$ cat src/hdl/ov_cfg.svh
// configuration macros for the ov7670 capture and vga display project
`ifndef OV_CFG_SVH
`define OV_CFG_SVH

// captured image, qqvga halved
`define IMG_COLS      80
`define IMG_ROWS      60
`define IMG_PXLS      (`IMG_COLS * `IMG_ROWS)   // frame buffer words
`define NB_ADDR       13                        // 4800 words fit in 2^13
`define NB_PXL        12                        // rgb444 word

// horizontal timing in pixels
`define H_VISIBLE     640
`define H_FPORCH      16
`define H_SYNC        96
`define H_BPORCH      48
`define H_TOTAL       (`H_VISIBLE + `H_FPORCH + `H_SYNC + `H_BPORCH)

// vertical timing in lines
`define V_VISIBLE     480
`define V_FPORCH      10
`define V_SYNC        2
`define V_BPORCH      33
`define V_TOTAL       (`V_VISIBLE + `V_FPORCH + `V_SYNC + `V_BPORCH)

`define CLKS_PER_PXL  4     // clk runs at four times the pixel rate

`define NB_COL        10    // up to 800 columns
`define NB_ROW        10    // up to 525 rows

`endif
$ cat src/hdl/cam_pkg.sv
// camera side types for pixel data, buffer writes and the capture fsm
`include "ov_cfg.svh"

package cam_pkg;

  // one buffer word, red in the top nibble
  typedef struct packed {
    logic [3:0] red;
    logic [3:0] green;
    logic [3:0] blue;
  } rgb444_t;

  // write port of the frame buffer, driven by capture
  typedef struct packed {
    logic                we;
    logic [`NB_ADDR-1:0] addr;
    rgb444_t             data;
  } buf_wr_t;

  // capture fsm
  //   wait_frame  hold until vsync drops
  //   byte_hi     expecting the byte with red
  //   byte_lo     expecting the byte with green and blue
  typedef enum logic [1:0] {
    wait_frame,
    byte_hi,
    byte_lo
  } cap_state_t;

endpackage

$ cat src/hdl/ov7670_capture.sv
// ov7670 capture block that samples the camera bus and writes rgb444 pixels to the buffer
`include "ov_cfg.svh"

module ov7670_capture (
  input  logic             clk,
  input  logic             rst_n,
  input  logic             pclk,
  input  logic             href,
  input  logic             vsync,
  input  logic [7:0]       data,
  output cam_pkg::buf_wr_t wr
);

  logic [1:0]           pclk_sync;   // two flop synchronisers
  logic [1:0]           href_sync;
  logic [1:0]           vsync_sync;
  logic [7:0]           data_s1;
  logic [7:0]           data_s2;

  logic                 pclk_d;
  logic                 pclk_rise;   // registered rising edge of pclk
  logic                 href_e;
  logic                 vsync_e;
  logic [7:0]           data_e;

  cam_pkg::cap_state_t  state;
  logic [`NB_ADDR-1:0]  addr_cnt;    // next buffer address
  logic [3:0]           red_nib;

  logic                 wr_we;
  logic [`NB_ADDR-1:0]  wr_addr;
  cam_pkg::rgb444_t     wr_data;

  // synchroniser and edge stage
  always_ff @(posedge clk or negedge rst_n) begin
    if (!rst_n) begin
      pclk_sync  <= '0;
      href_sync  <= '0;
      vsync_sync <= '0;
      pclk_d     <= 1'b0;
      pclk_rise  <= 1'b0;
      href_e     <= 1'b0;
      vsync_e    <= 1'b0;
    end else begin
      pclk_sync  <= {pclk_sync[0], pclk};
      href_sync  <= {href_sync[0], href};
      vsync_sync <= {vsync_sync[0], vsync};
      pclk_d     <= pclk_sync[1];
      pclk_rise  <= pclk_sync[1] & ~pclk_d;
      href_e     <= href_sync[1];   // kept in step with pclk_rise
      vsync_e    <= vsync_sync[1];
    end
  end

  // data bus follows the same stages
  always_ff @(posedge clk) begin
    data_s1 <= data;
    data_s2 <= data_s1;
    data_e  <= data_s2;
  end

  // byte pairing fsm and address counter
  always_ff @(posedge clk or negedge rst_n) begin
    if (!rst_n) begin
      state    <= cam_pkg::wait_frame;
      addr_cnt <= '0;
      wr_we    <= 1'b0;
    end else begin
      wr_we <= 1'b0;
      if (vsync_e) begin               // new frame, start over
        state    <= cam_pkg::wait_frame;
        addr_cnt <= '0;
      end else begin
        unique case (state)
          cam_pkg::wait_frame: state <= cam_pkg::byte_hi;
          cam_pkg::byte_hi: begin
            if (pclk_rise && href_e) state <= cam_pkg::byte_lo;
          end
          cam_pkg::byte_lo: begin
            if (!href_e) begin
              state <= cam_pkg::byte_hi;   // line ended mid pixel
            end else if (pclk_rise) begin
              state <= cam_pkg::byte_hi;
              if (addr_cnt < `IMG_PXLS) begin  // no wrap past the image
                wr_we    <= 1'b1;
                addr_cnt <= addr_cnt + 1'b1;
              end
            end
          end
          default: state <= cam_pkg::wait_frame;
        endcase
      end
    end
  end

  // pixel assembly, write payload
  always_ff @(posedge clk) begin
    if (pclk_rise && href_e) begin
      if (state == cam_pkg::byte_hi) red_nib <= data_e[3:0];
      if (state == cam_pkg::byte_lo) begin
        wr_addr <= addr_cnt;
        wr_data <= '{red: red_nib, green: data_e[7:4], blue: data_e[3:0]};
      end
    end
  end

  assign wr = '{we: wr_we, addr: wr_addr, data: wr_data};

  a_we_in_image: assert property (@(posedge clk) disable iff (!rst_n)
    wr.we |-> (wr.addr < `IMG_PXLS))
    else $error("capture wrote outside the image at addr %0d", wr.addr);

endmodule

$ cat config.mk
export PLATFORM = sky130hd
export DESIGN_NAME = ov7670_capture
export DESIGN_NICKNAME = d
export VERILOG_FILES = /design/src/hdl/cam_pkg.sv /design/src/hdl/ov7670_capture.sv
export VERILOG_INCLUDE_DIRS = /design/src /design/src/hdl
export SDC_FILE = /design/constraint.sdc
export NUM_CORES = 1
export LEC_CHECK = 0
export BUFFER_PORTS_ARGS = -buffer_cell sky130_fd_sc_hd__buf_2
export CELL_PAD_IN_SITES_DETAIL_PLACEMENT = 0
export CELL_PAD_IN_SITES_GLOBAL_PLACEMENT = 1
export CORE_MARGIN = 3
export CORE_UTILIZATION = 43
export CTS_BUF_LIST = sky130_fd_sc_hd__clkbuf_4
export DETAILED_ROUTE_END_ITERATION = 8
export GPL_ROUTABILITY_DRIVEN = 0
export PLACE_DENSITY = 0.84
export SYNTH_ARGS = -nofsm -noshare
export SYNTH_HDL_FRONTEND = slang
export SYNTH_SLANG_ARGS = --single-unit
$ cat constraint.sdc
create_clock -name clk -period 1.8 [get_ports clk]
set_input_delay 0.54 -clock clk [delete_from_list [all_inputs] [get_ports clk]]
set_output_delay 0.54 -clock clk [all_outputs]
set_load 0.005 [all_outputs]
==> results of run 1 <==
==> flip-flops by register name (all words and copies together) (netlist names) <==
name,cells
wr,12
wr_addr,13
vsync_sync,2
red_nib,4
href_sync,2
pclk_rise,1
href_e,1
pclk_sync,2
vsync_e,1
data_s2,8
addr_cnt,13
wr_we,1
state,2
pclk_d,1
data_s1,8
data_e,8
==> cells by family (layout without fill, tap and decap cells) <==
| kind of cell | after synthesis | count (layout) |
|---|---|---|
| DFF | 79 | 79 |
| and+or+nand+nor | 40 | 40 |
| AOI/OAI and AO/OA | 24 | 24 |
| buffers and inverters | 6 | 60 |
| muxes | 2 | 2 |
| adders and majority gates | 1 | 1 |
| xor gates and xnor gates | 1 | 1 |
==> area by class of cell <==
| type | count | area [sq um] | area share [%] |
|---|---|---|---|
| multi-input combinational | 68 | 422 | 14.7 |
| inverter | 3 | 11.3 | 0.392 |
| clock inverter | 6 | 62.6 | 2.18 |
| timing repair buffer | 41 | 213 | 7.40 |
| tap | 70 | 87.6 | 3.05 |
| clock buffer | 10 | 75.1 | 2.61 |
| sequential | 79 | 2000 | 69.7 |
==> metal layers <==
metal / up-vias / global-route usage (%) / wire length, um
met1: 609 / 14.3 / 1500
li1: 651 / - / -
met4: 0 / 8.11 / 52
met2: 28 / 19.4 / 1720
met3: 5 / 5.65 / 183
met5: - / 0 / 0
==> worst max path at each step <==
| stage | cells after the start | slack, ns | to |
|---|---|---|---|
| 2_1_floorplan | 4 | 0.02 | addr_cnt[10]$_DFFE_PN0P_ |
| 3_3_place_gp | 4 | 0.18 | addr_cnt[8]$_DFFE_PN0P_ |
| 3_5_place_dp | 4 | 0.12 | addr_cnt[8]$_DFFE_PN0P_ |
| 4_1_cts | 4 | 0.09 | addr_cnt[8]$_DFFE_PN0P_ |
| 5_1_grt | 4 | 0.01 | addr_cnt[8]$_DFFE_PN0P_ |
| 6_report | 4 | 0.10 | addr_cnt[8]$_DFFE_PN0P_ |
==> layout by cell type, fill, tap and decap left out, drive strengths merged, types with 2 or more instances in the layout <==
cell	netlist	final
edfxtp	29	29
or3	6	6
o31ai	3	3
dfrtp	26	26
nand2	4	4
buf	2	41
o21ai	9	9
dfxtp	24	24
nor2	7	7
inv	3	3
nand3	8	8
a21oi	9	9
clkinv	0	3
and3	6	6
clkbuf	1	10
clkinvlp	0	2
or4	3	3
==> critical path, delay by kind of cell (launching register included) <==
kind               cells  cell delay [ns]
AOI/OAI and AO/OA      2             0.31
DFF                    1             0.43
and+or+nand+nor        2             0.89
==> power groups by stage <==
stage	combinational [mW]	sequential [mW]	clock, mW
finish	0.0385	1.91	1.01
detailed placement	0.0399	1.95	0
global placement	0.0385	1.95	0
floorplan	0.0110	1.95	0
global route	0.0453	1.92	1.14
CTS	0.0401	1.91	1.04
==> metrics by stage <==
stage	total power, mW	instance area, sq um	worst slack (ns)
floorplan	1.96	2450	0.0223
global placement	1.99	2740	0.176
detailed placement	1.99	2740	0.123
CTS	3.00	2870	0.0892
global route	3.10	2870	0.0106
finish	2.96	2870	0.101
==> key figures, run 1 <==
Setup path
  – Largest fanout on the critical path: 17
  – Worst reg2reg path endpoint: addr_cnt[8]$_DFFE_PN0P_
  – Critical path class: reg -> reg
  – Cell Chain, Critical Path: and4b_4 > o211ai_4 > or4_1 > a21oi_1
  – FF-to-FF path depth: 4
  – Critical Path AT: 2.04 ns
  – R2R setup slack: 0.10 ns
  – CP endpoint kind: register
  – CP max stage cell: or4_1
  – Delay of the slowest critical-path stage: 0.51 ns
  – Crit path launch type: register
  – Worst path required time: 2.15 ns
  – RR Startpoint: state[0]$_DFFE_PN0P_
  – Setup crit start: state[0]$_DFFE_PN0P_

Global route
  – Total grt overflow: 0
  – Largest net degree at the start of global routing: 27
  – Initial antenna violation count: 0
  – Vias in the first global route: 1298
  – Total GRT Usage: 12.6%
  – Global-route wire length before repair: 5970 um

Synthesis
  – Cell accounting for the most synthesized area: edfxtp_1
  – Register area share after synthesis: 81.9%
  – Count leader, synth: edfxtp_1
  – Post-synth cell types: 30
  – Mean post-synth cell area: 16.0 sq um
  – XOR/XNOR Fraction of Synth Area: 0.358%
  – Post-Syn Nets: 167
  – Synth Area in Compound Gates: 6.09%
  – Top post-synthesis cells by count: edfxtp_1, dfrtp_1, dfxtp_1
  – Simple-gate portion of the synthesized area: 9.11%
  – EDFF count, synth: 29
  – Largest family of logic cells by synthesized area: simple AND/OR/NAND/NOR gates
  – Mux share of post-synthesis cell area: 0.870%
  – Async set-reset flop share out of synthesis: 32.9%
  – Number of synthesized register bits: 79
  – Synth Area in Adders: 0.512%
  – Ranking of synthesized cells by area: edfxtp_1, dfrtp_1, dfxtp_1
  – Mapped cell area: 2440 sq um
  – Synth warn: 0
  – Synth top area share: 35.6%
  – Mapped Cells: 153
  – Ys flop type: edfxtp_1

Detailed routing
  – Post-route ant nets: 0
  – Initial DRC count: 99
  – Drt pass-1 iters: 4
  – Drt via density: 4.67
  – Via Count: 1293
  – WL final: 3450 um
  – Routed WL per cell: 12.5 um
  – DRC Markers: 0

Die
  – Die width: 81.4 um
  – Die area: 6620 sq um
  – Die Y: 81.4 um
  – Initial Utilization: 46.1%
  – Core area: 5300 sq um
  – Row count: 26
  – # IOs: 39

CTS
  – Hold-fix buffers at CTS: 0
  – # Post-CTS Setup Buffers: 0
  – Clock transition at path regs: 0.12 ns
  – Worst skew pair latency: 0.41 ns
  – CTS tree: done
  – Clk buf depth: 2
  – Total CTS buffers: 9
  – Clock Sinks: 79
  – PostCTS Resize Cnt: 0
  – CTS HTree Levels: 3
  – Root Driver: clkbuf_4

Power and ir drop
  – Switching pwr: 616 uW
  – Switching share of power: 20.8%
  – Max IR drop VDD: 0.601 mV
  – LEAKAGE: 1.15 nW
  – Logic gate share of total power: 1.3%
  – PwrDens: 1030 nW/um^2
  – Clock power share: 34.2%
  – Internal: 2.35 mW
  – Seq pwr share: 64.5%

Worst hold path
  – Hold Path Class: in -> async

STA
  – Setup TNS: 0 ns
  – Fmax: 0.589 GHz
  – Slew Limit Fails: 0
  – Final Setup Violations: 0
  – Hold_ws: 0.113 ns
  – Least-Margin Pin Slew: 0.584 ns
  – Tcrit/Tclk final: 94.4%
  – Final setup skew: 0.0137 ns
  – Max-slew headroom: 61.1%
  – RSZ-0062 raised after global routing: no
  – Final hold vios: 0
  – Minimum clock period: 1.70 ns

Placement
  – Port Buf Inserts: 38
  – Detailed placer's ending HPWL: 2250 um
  – Placed insts: 261

Cells and area
  – Final core area utilization: 54.2%
  – Nets: 216
  – Layout cells sized above 1: 29.0%
  – Fillcell total: 442
  – Synth-to-layout area growth: 17.6%
  – Layout Cells excl Fill: 277
  – ANT cells: 0

Status
  – Status: finished clean

Flow run
  – Max-cap viol count: 0
Power figures use the tool's default switching activity.
==> inputs of run 2 (changes only) <==
Settings changed: SETUP_SLACK_MARGIN from default to 0.2.
==> run 2 against run 1 <==
Compared with the run above:
- worst hold slack worse by 0.0077 ns
- combinational power up 11%
- clock skew down 0.00068 ns
- fmax up 5.2%
- critical path depth unchanged
- total power down 3.7%
- clock power down 11%
- clock-buffer cell count down 1
- sequential power about the same
- setup slack better by 0.085 ns
==> key figures, run 2 (synthesis gave the netlist of run 1 again) <==
Detailed routing
  – Via Count: 1349 (+4.3%)
  – Post-route ant nets: 0 (unchanged)
  – WL final: 3560 um (+3.1%)
  – Drt pass-1 iters: 4 (unchanged)
  – Routed WL per cell: 12.4 um (-0.49%)
  – Drt via density: 4.70 (+0.70%)
  – DRC Markers: 0 (unchanged)
  – Initial DRC count: 63 (-36%)

Setup path
  – Critical Path AT: 1.97 ns (-0.07 ns)
  – CP endpoint: addr_cnt[8]$_DFFE_PN0P_
  – FF-to-FF path depth: 4 (unchanged)
  – RR Startpoint: state[0]$_DFFE_PN0P_
  – Crit path launch type: register
  – CP endpoint kind: register
  – Largest fanout on the critical path: 5 (-12)
  – R2R setup slack: 0.19 ns (+0.08 ns)
  – Worst reg2reg path endpoint: addr_cnt[8]$_DFFE_PN0P_
  – Worst path required time: 2.16 ns (about the same)
  – Setup crit start: state[0]$_DFFE_PN0P_
  – Critical path class: reg -> reg

Die
  – # IOs: 39 (unchanged)
  – Die area: 6620 sq um (unchanged)
  – Die width: 81.4 um (unchanged)
  – Core area: 5300 sq um (unchanged)
  – Die Y: 81.4 um (unchanged)
  – Initial Utilization: 46.1% (unchanged)
  – Row count: 26 (unchanged)

Power and ir drop
  – PwrDens: 960 nW/um^2 (-6.9%)
  – LEAKAGE: 1.22 nW (+6.4%)
  – Max IR drop VDD: 0.571 mV (-5.1%)
  – Total power: 2.85 mW (-3.7%)

Global route
  – Global-route wire length before repair: 5730 um (-4.0%)
  – Total grt overflow: 0 (unchanged)
  – Largest net degree at the start of global routing: 27 (unchanged)
  – Total GRT Usage: 12.2% (-0.45 points)
  – Initial antenna violation count: 0 (unchanged)
  – Vias in the first global route: 1234 (-4.9%)

Cells and area
  – Nets: 226 (+4.6%)
  – Layout cells sized above 1: 35.9% (+7.0 points)
  – ANT cells: 0 (unchanged)
  – Synth-to-layout area growth: 21.7%
  – Layout Cells excl Fill: 287 (+3.6%)
  – Most frequent cells in the layout: buf_2, edfxtp_1, dfrtp_1, dfxtp_1, buf_4
  – Multi-input logic area: 459 sq um (+8.9%)
  – Commonest non-fill, non-tap cell in the layout: buf_2
  – Fillcell total: 428 (-3.2%)
  – FF/Latch Area: 2000 sq um (+0.12%)

Placement
  – Placed insts: 264 (+1.1%)
  – Place WS: 0.118 ns (-0.00540 ns)
  – Detailed placer's ending HPWL: 2340 um (+3.9%)
  – Port Buf Inserts: 38 (unchanged)

STA
  – Max-slew headroom: 61.3% (+0.20 points)
  – Final Setup Violations: 0 (unchanged)
  – Final setup skew: 0.0131 ns (-0.000677 ns)
  – Fmax: 0.619 GHz (+5.2%)
  – Minimum clock period: 1.61 ns (-0.0847 ns)
  – Post-route setup slack: 0.186 ns (+0.0847 ns)
  – Slew Limit Fails: 0 (unchanged)
  – Setup TNS: 0 ns (unchanged)
  – Final hold vios: 0 (unchanged)
  – Least-Margin Pin Slew: 0.581 ns (-0.00295 ns)
  – RSZ-0062 raised after global routing: yes
  – Tcrit/Tclk final: 89.7% (-4.7 points)

CTS
  – Clock Sinks: 79 (unchanged)
  – Worst skew pair latency: 0.42 ns (about the same)
  – Root Driver: clkbuf_4
  – Clock transition at path regs: 0.13 ns (about the same)
  – CTS HTree Levels: 3 (unchanged)
  – Clk buf depth: 2 (unchanged)
  – Total CTS buffers: 9 (unchanged)
  – Hold-fix buffers at CTS: 0 (unchanged)
  – CTS tree: done

Status
  – Status: finished clean

Flow run
  – Max-cap viol count: 0 (unchanged)

Worst hold path
  – Hold Path Class: in -> async
run 2: routing by layer:
layer | track usage [%] | vias up | wire [um]
met5 | 0 | - | 0
met2 | 18.0 | 35 | 1750
met3 | 3.99 | 9 | 198
met1 | 14.3 | 619 | 1530
li1 | - | 686 | -
met4 | 10.1 | 0 | 83
run 2: layout make-up:
cell class	instances	area share, %
Clock buffer	9	2.27
Clock inverter	7	1.85
Inverter	3	0.379
Multi-Input combinational cell	69	15.4
Sequential cell	79	67.4
Tap cell	70	2.95
Timing Repair Buffer	50	9.68
run 2: report_power, final:
part	internal [mW]	switching, mW
Combinational	0.0181	0.0245
Clock	0.294	0.606
Sequential	1.90	0.0150
Total	2.21	0.645
run 2: critical path, stage by stage, from the launching register on:
cell      delay (ns)
dfrtp_1         0.40
and4b_4         0.40
o211ai_2        0.13
or4_1           0.50
a21oi_2         0.13
run 2: repair_timing:
item,CTS,global route
hold endpoints to repair,0,0
pin swaps,0,1
buffers inserted,6,0
setup endpoints to repair,4,10
gates resized for setup,0,10
cloned,0,1
run 2: how the worst min path moves through the flow:
stage                  startpoint                  endpoint  slack (ns)
6_report                    rst_n    pclk_sync[0]$_DFF_PN0_        0.11
5_1_grt                     rst_n   addr_cnt[8]$_DFFE_PN0P_        0.12
4_1_cts                     rst_n  addr_cnt[10]$_DFFE_PN0P_        0.11
3_5_place_dp   data_s2[3]$_DFF_P_         data_e[3]$_DFF_P_        0.31
3_3_place_gp   data_s1[4]$_DFF_P_        data_s2[4]$_DFF_P_        0.31
2_1_floorplan               rst_n   addr_cnt[0]$_DFFE_PN0P_        0.24
run 2: metrics by stage:
step | utilization, % | area (sq um) | hold WS [ns]
after detailed placement | 52.1 | 2760 | 0.312
after global routing | 56.1 | 2970 | 0.121
after CTS | 55.3 | 2930 | 0.106
final | 56.1 | 2970 | 0.105
after global placement | 52.1 | 2760 | 0.310
after floorplan | - | 2460 | 0.244
==> inputs of run 3 (changes only) <==
Settings changed: ABC_AREA from default to 1, CORE_UTILIZATION 43 to 42.
==> run 3 against run 2 <==
Compared with the run above:
- global-route usage is 1.1 points higher
- worst hold slack got worse by 0.0058 ns
- fmax up 3.9%
- highest routed layer unchanged
- die area up 8.3%
- register-to-register slack better by 0.20 ns
- setup slack improved by 0.061 ns
- largest cell class unchanged
==> key figures, run 3 <==
Synthesis
  – Ranking of synthesized cells by area: edfxtp_1, dfrtp_1, dfxtp_1
  – Synth top area share: 33.5% (-2.1 points)
  – Ys flop type: edfxtp_1
  – XOR/XNOR Fraction of Synth Area: 1.01% (+0.65 points)
  – Mapped Cells: 202 (+32%)
  – Post-Syn Nets: 216 (+29%)
  – Cell accounting for the most synthesized area: edfxtp_1
  – EDFF count, synth: 29 (unchanged)
  – Post-synth cell types: 28 (-6.7%)
  – Synth warn: 0 (unchanged)
  – Synth Area in Adders: 0.481% (-0.031 points)
  – Top post-synthesis cells by count: nand2_1, edfxtp_1, dfrtp_1
  – Async set-reset flop share out of synthesis: 32.9% (unchanged)
  – Mapped cell area: 2600 sq um (+6.4%)
  – Largest family of logic cells by synthesized area: simple AND/OR/NAND/NOR gates
  – Mean post-synth cell area: 12.9 sq um (-19%)
  – Number of synthesized register bits: 79 (unchanged)
  – Mux share of post-synthesis cell area: 0% (-0.87 points)
  – Simple-gate portion of the synthesized area: 16.2% (+7.1 points)
  – Count leader, synth: nand2_1
  – Register area share after synthesis: 77.0% (-4.9 points)
  – Synth Area in Compound Gates: 2.36% (-3.7 points)

Setup path
  – Worst path required time: 1.26 ns (-0.90 ns)
  – Critical path class: reg -> out
  – CP max stage cell: edfxtp_1
  – Critical Path AT: 1.01 ns (-0.96 ns)
  – Crit path buf inv count: 1 (+1)
  – Crit path launch type: register
  – Cell family with most CP delay: flip-flops
  – CP endpoint kind: output port
  – R2R setup slack: 0.39 ns (+0.20 ns)
  – Largest fanout on the critical path: 1 (-4)
  – Delay of the slowest critical-path stage: 0.44 ns (-0.06 ns)
  – Cell Chain, Critical Path: buf_2

CTS
  – PostCTS Resize Cnt: 0 (unchanged)
  – Worst skew pair latency: 0.43 ns (about the same)
  – Clock Sinks: 79 (unchanged)
  – Root Driver: clkbuf_4
  – # Post-CTS Setup Buffers: 0 (-6)
  – Clock transition at path regs: 0.14 ns (about the same)
  – Total CTS buffers: 9 (unchanged)
  – CTS tree: done
  – Clk buf depth: 2 (unchanged)
  – Hold-fix buffers at CTS: 0 (unchanged)
  – CTS HTree Levels: 3 (unchanged)

Power and ir drop
  – PwrDens: 1020 nW/um^2 (+5.9%)
  – LEAKAGE: 1.32 nW (+7.8%)
  – Max IR drop VDD: 0.538 mV (-5.8%)

Cells and area
  – Nets: 265 (+17%)
  – Fillcell total: 544 (+27%)
  – FF/Latch Area: 2000 sq um (about the same)
  – ANT cells: 0 (unchanged)
  – Final core area utilization: 51.1% (-5.0 points)
  – Multi-input logic area: 526 sq um (+14%)
  – Layout Cells excl Fill: 331 (+15%)
  – Layout cells sized above 1: 27.3% (-8.6 points)
  – Synth-to-layout area growth: 17.1%
  – Commonest non-fill, non-tap cell in the layout: nand2_1
  – Most frequent cells in the layout: nand2_1, buf_2, edfxtp_1

Detailed routing
  – Initial DRC count: 59 (-6.3%)
  – DRC Markers: 0 (unchanged)
  – Drt via density: 4.65 (-1.0%)
  – Drt pass-1 iters: 4 (unchanged)
  – Routed WL per cell: 12.6 um (+1.4%)
  – WL final: 4160 um (+17%)
  – Post-route ant nets: 0 (unchanged)
  – Via Count: 1540 (+14%)

STA
  – Fmax: 0.644 GHz (+3.9%)
  – Final hold vios: 0 (unchanged)
  – Setup TNS: 0 ns (unchanged)
  – Slew Limit Fails: 0 (unchanged)
  – Final Setup Violations: 0 (unchanged)
  – Tcrit/Tclk final: 86.3% (-3.4 points)
  – Least-Margin Pin Slew: 0.597 ns (+0.0156 ns)
  – Max-slew headroom: 60.2% (-1.0 points)
  – Minimum clock period: 1.55 ns (-0.0607 ns)
  – RSZ-0062 raised after global routing: yes
  – Final setup skew: 0.0132 ns (+0.000152 ns)

Worst hold path
  – Hold Path Class: in -> async

Placement
  – Detailed placer's ending HPWL: 2850 um (+22%)
  – Placed insts: 315 (+19%)
  – Port Buf Inserts: 38 (unchanged)

Global route
  – Total grt overflow: 0 (unchanged)
  – Total GRT Usage: 13.3% (+1.1 points)
  – Initial antenna violation count: 0 (unchanged)
  – GR Layer Usage met1: 16.2% (+1.9 points)
  – Vias in the first global route: 1437 (+16%)
  – Met2 usage: 19.8% (+1.8 points)
  – Largest net degree at the start of global routing: 27 (unchanged)
  – Met3 Use GR: 3.93% (-0.066 points)
  – Global-route wire length before repair: 6980 um (+22%)
  – GR peak layer: met2

Die
  – # IOs: 39 (unchanged)
  – Die width: 84.7 um (+4.0%)
  – Die Y: 84.7 um (+4.0%)
  – Core area: 5960 sq um (+12%)
  – Row count: 28 (+7.7%)
  – Initial Utilization: 43.7% (-2.4 points)
  – Die area: 7170 sq um (+8.3%)

Status
  – Status: finished clean

Flow run
  – Max-cap viol count: 0 (unchanged)
[run 3: cell types whose count changed after synthesis, sizes merged, moves of 3 or more]
cell | previous run | this run
nand2 | 4 | 51
nor2 | 7 | 20
inv | 3 | 14
nand4 | 0 | 9
a21oi | 9 | 1
and3 | 6 | 0
or3 | 6 | 0
o21ai | 9 | 4
nand3 | 8 | 12
or4 | 3 | 0
[run 3: path summary, 6_finish.rpt]
path	end	start	cells after the start
setup / recovery	wr[15]	wr_addr[3]$_DFFE_PP_	1
hold / removal	addr_cnt[0]$_DFFE_PN0P_	rst_n	1
setup reg to reg	wr[4]$_DFFE_PP_	state[0]$_DFFE_PN0P_	4
hold reg to reg	data_e[1]$_DFF_P_	data_s2[1]$_DFF_P_	0
max in group asynchronous	addr_cnt[0]$_DFFE_PN0P_	rst_n	1
min in group clk	data_s1[5]$_DFF_P_	data[5]	1
[run 3: through the flow]
stage / worst slack, ns / power (mW) / area [sq um] / hold slack, ns
floorplan: 0.287 / 1.97 / 2600 / 0.244
global placement: 0.370 / 2.01 / 2880 / 0.310
detailed placement: 0.333 / 2.01 / 2880 / 0.312
CTS: 0.222 / 3.14 / 3040 / 0.0940
global route: 0.190 / 3.23 / 3040 / 0.117
finish: 0.246 / 3.09 / 3040 / 0.0993
[run 3: cells by family (layout without fill, tap and decap cells)]
group / after synthesis / in the layout
adder cells (fa/ha/maj): 1 / 1
AND/OR/NAND/NOR: 93 / 93
flip-flops: 79 / 79
XOR/XNOR: 3 / 3
AO/OA/AOI/OAI: 9 / 9
buffers and inverters: 17 / 71
[run 3: power breakdown]
group          switching [mW]  internal, mW  total (mW)
logic                  0.0360        0.0183      0.0544
registers              0.0181          1.90        1.92
clock network           0.665         0.459        1.12
total                   0.719          2.38        3.09
[run 3: per-layer routing]
layer | vias up | routed length, um
met3 | 10 | 217
li1 | 776 | -
met5 | - | 0
met1 | 715 | 1820
met2 | 39 | 1980
met4 | 0 | 142
[run 3: cell type report]
class	count	area share [%]
tap	75	3.08
sequential	79	65.8
multi-input combinational	106	17.3
clock buffer	9	2.22
timing repair buffer	40	6.74
inverter	15	1.93
clock inverter	7	2.96
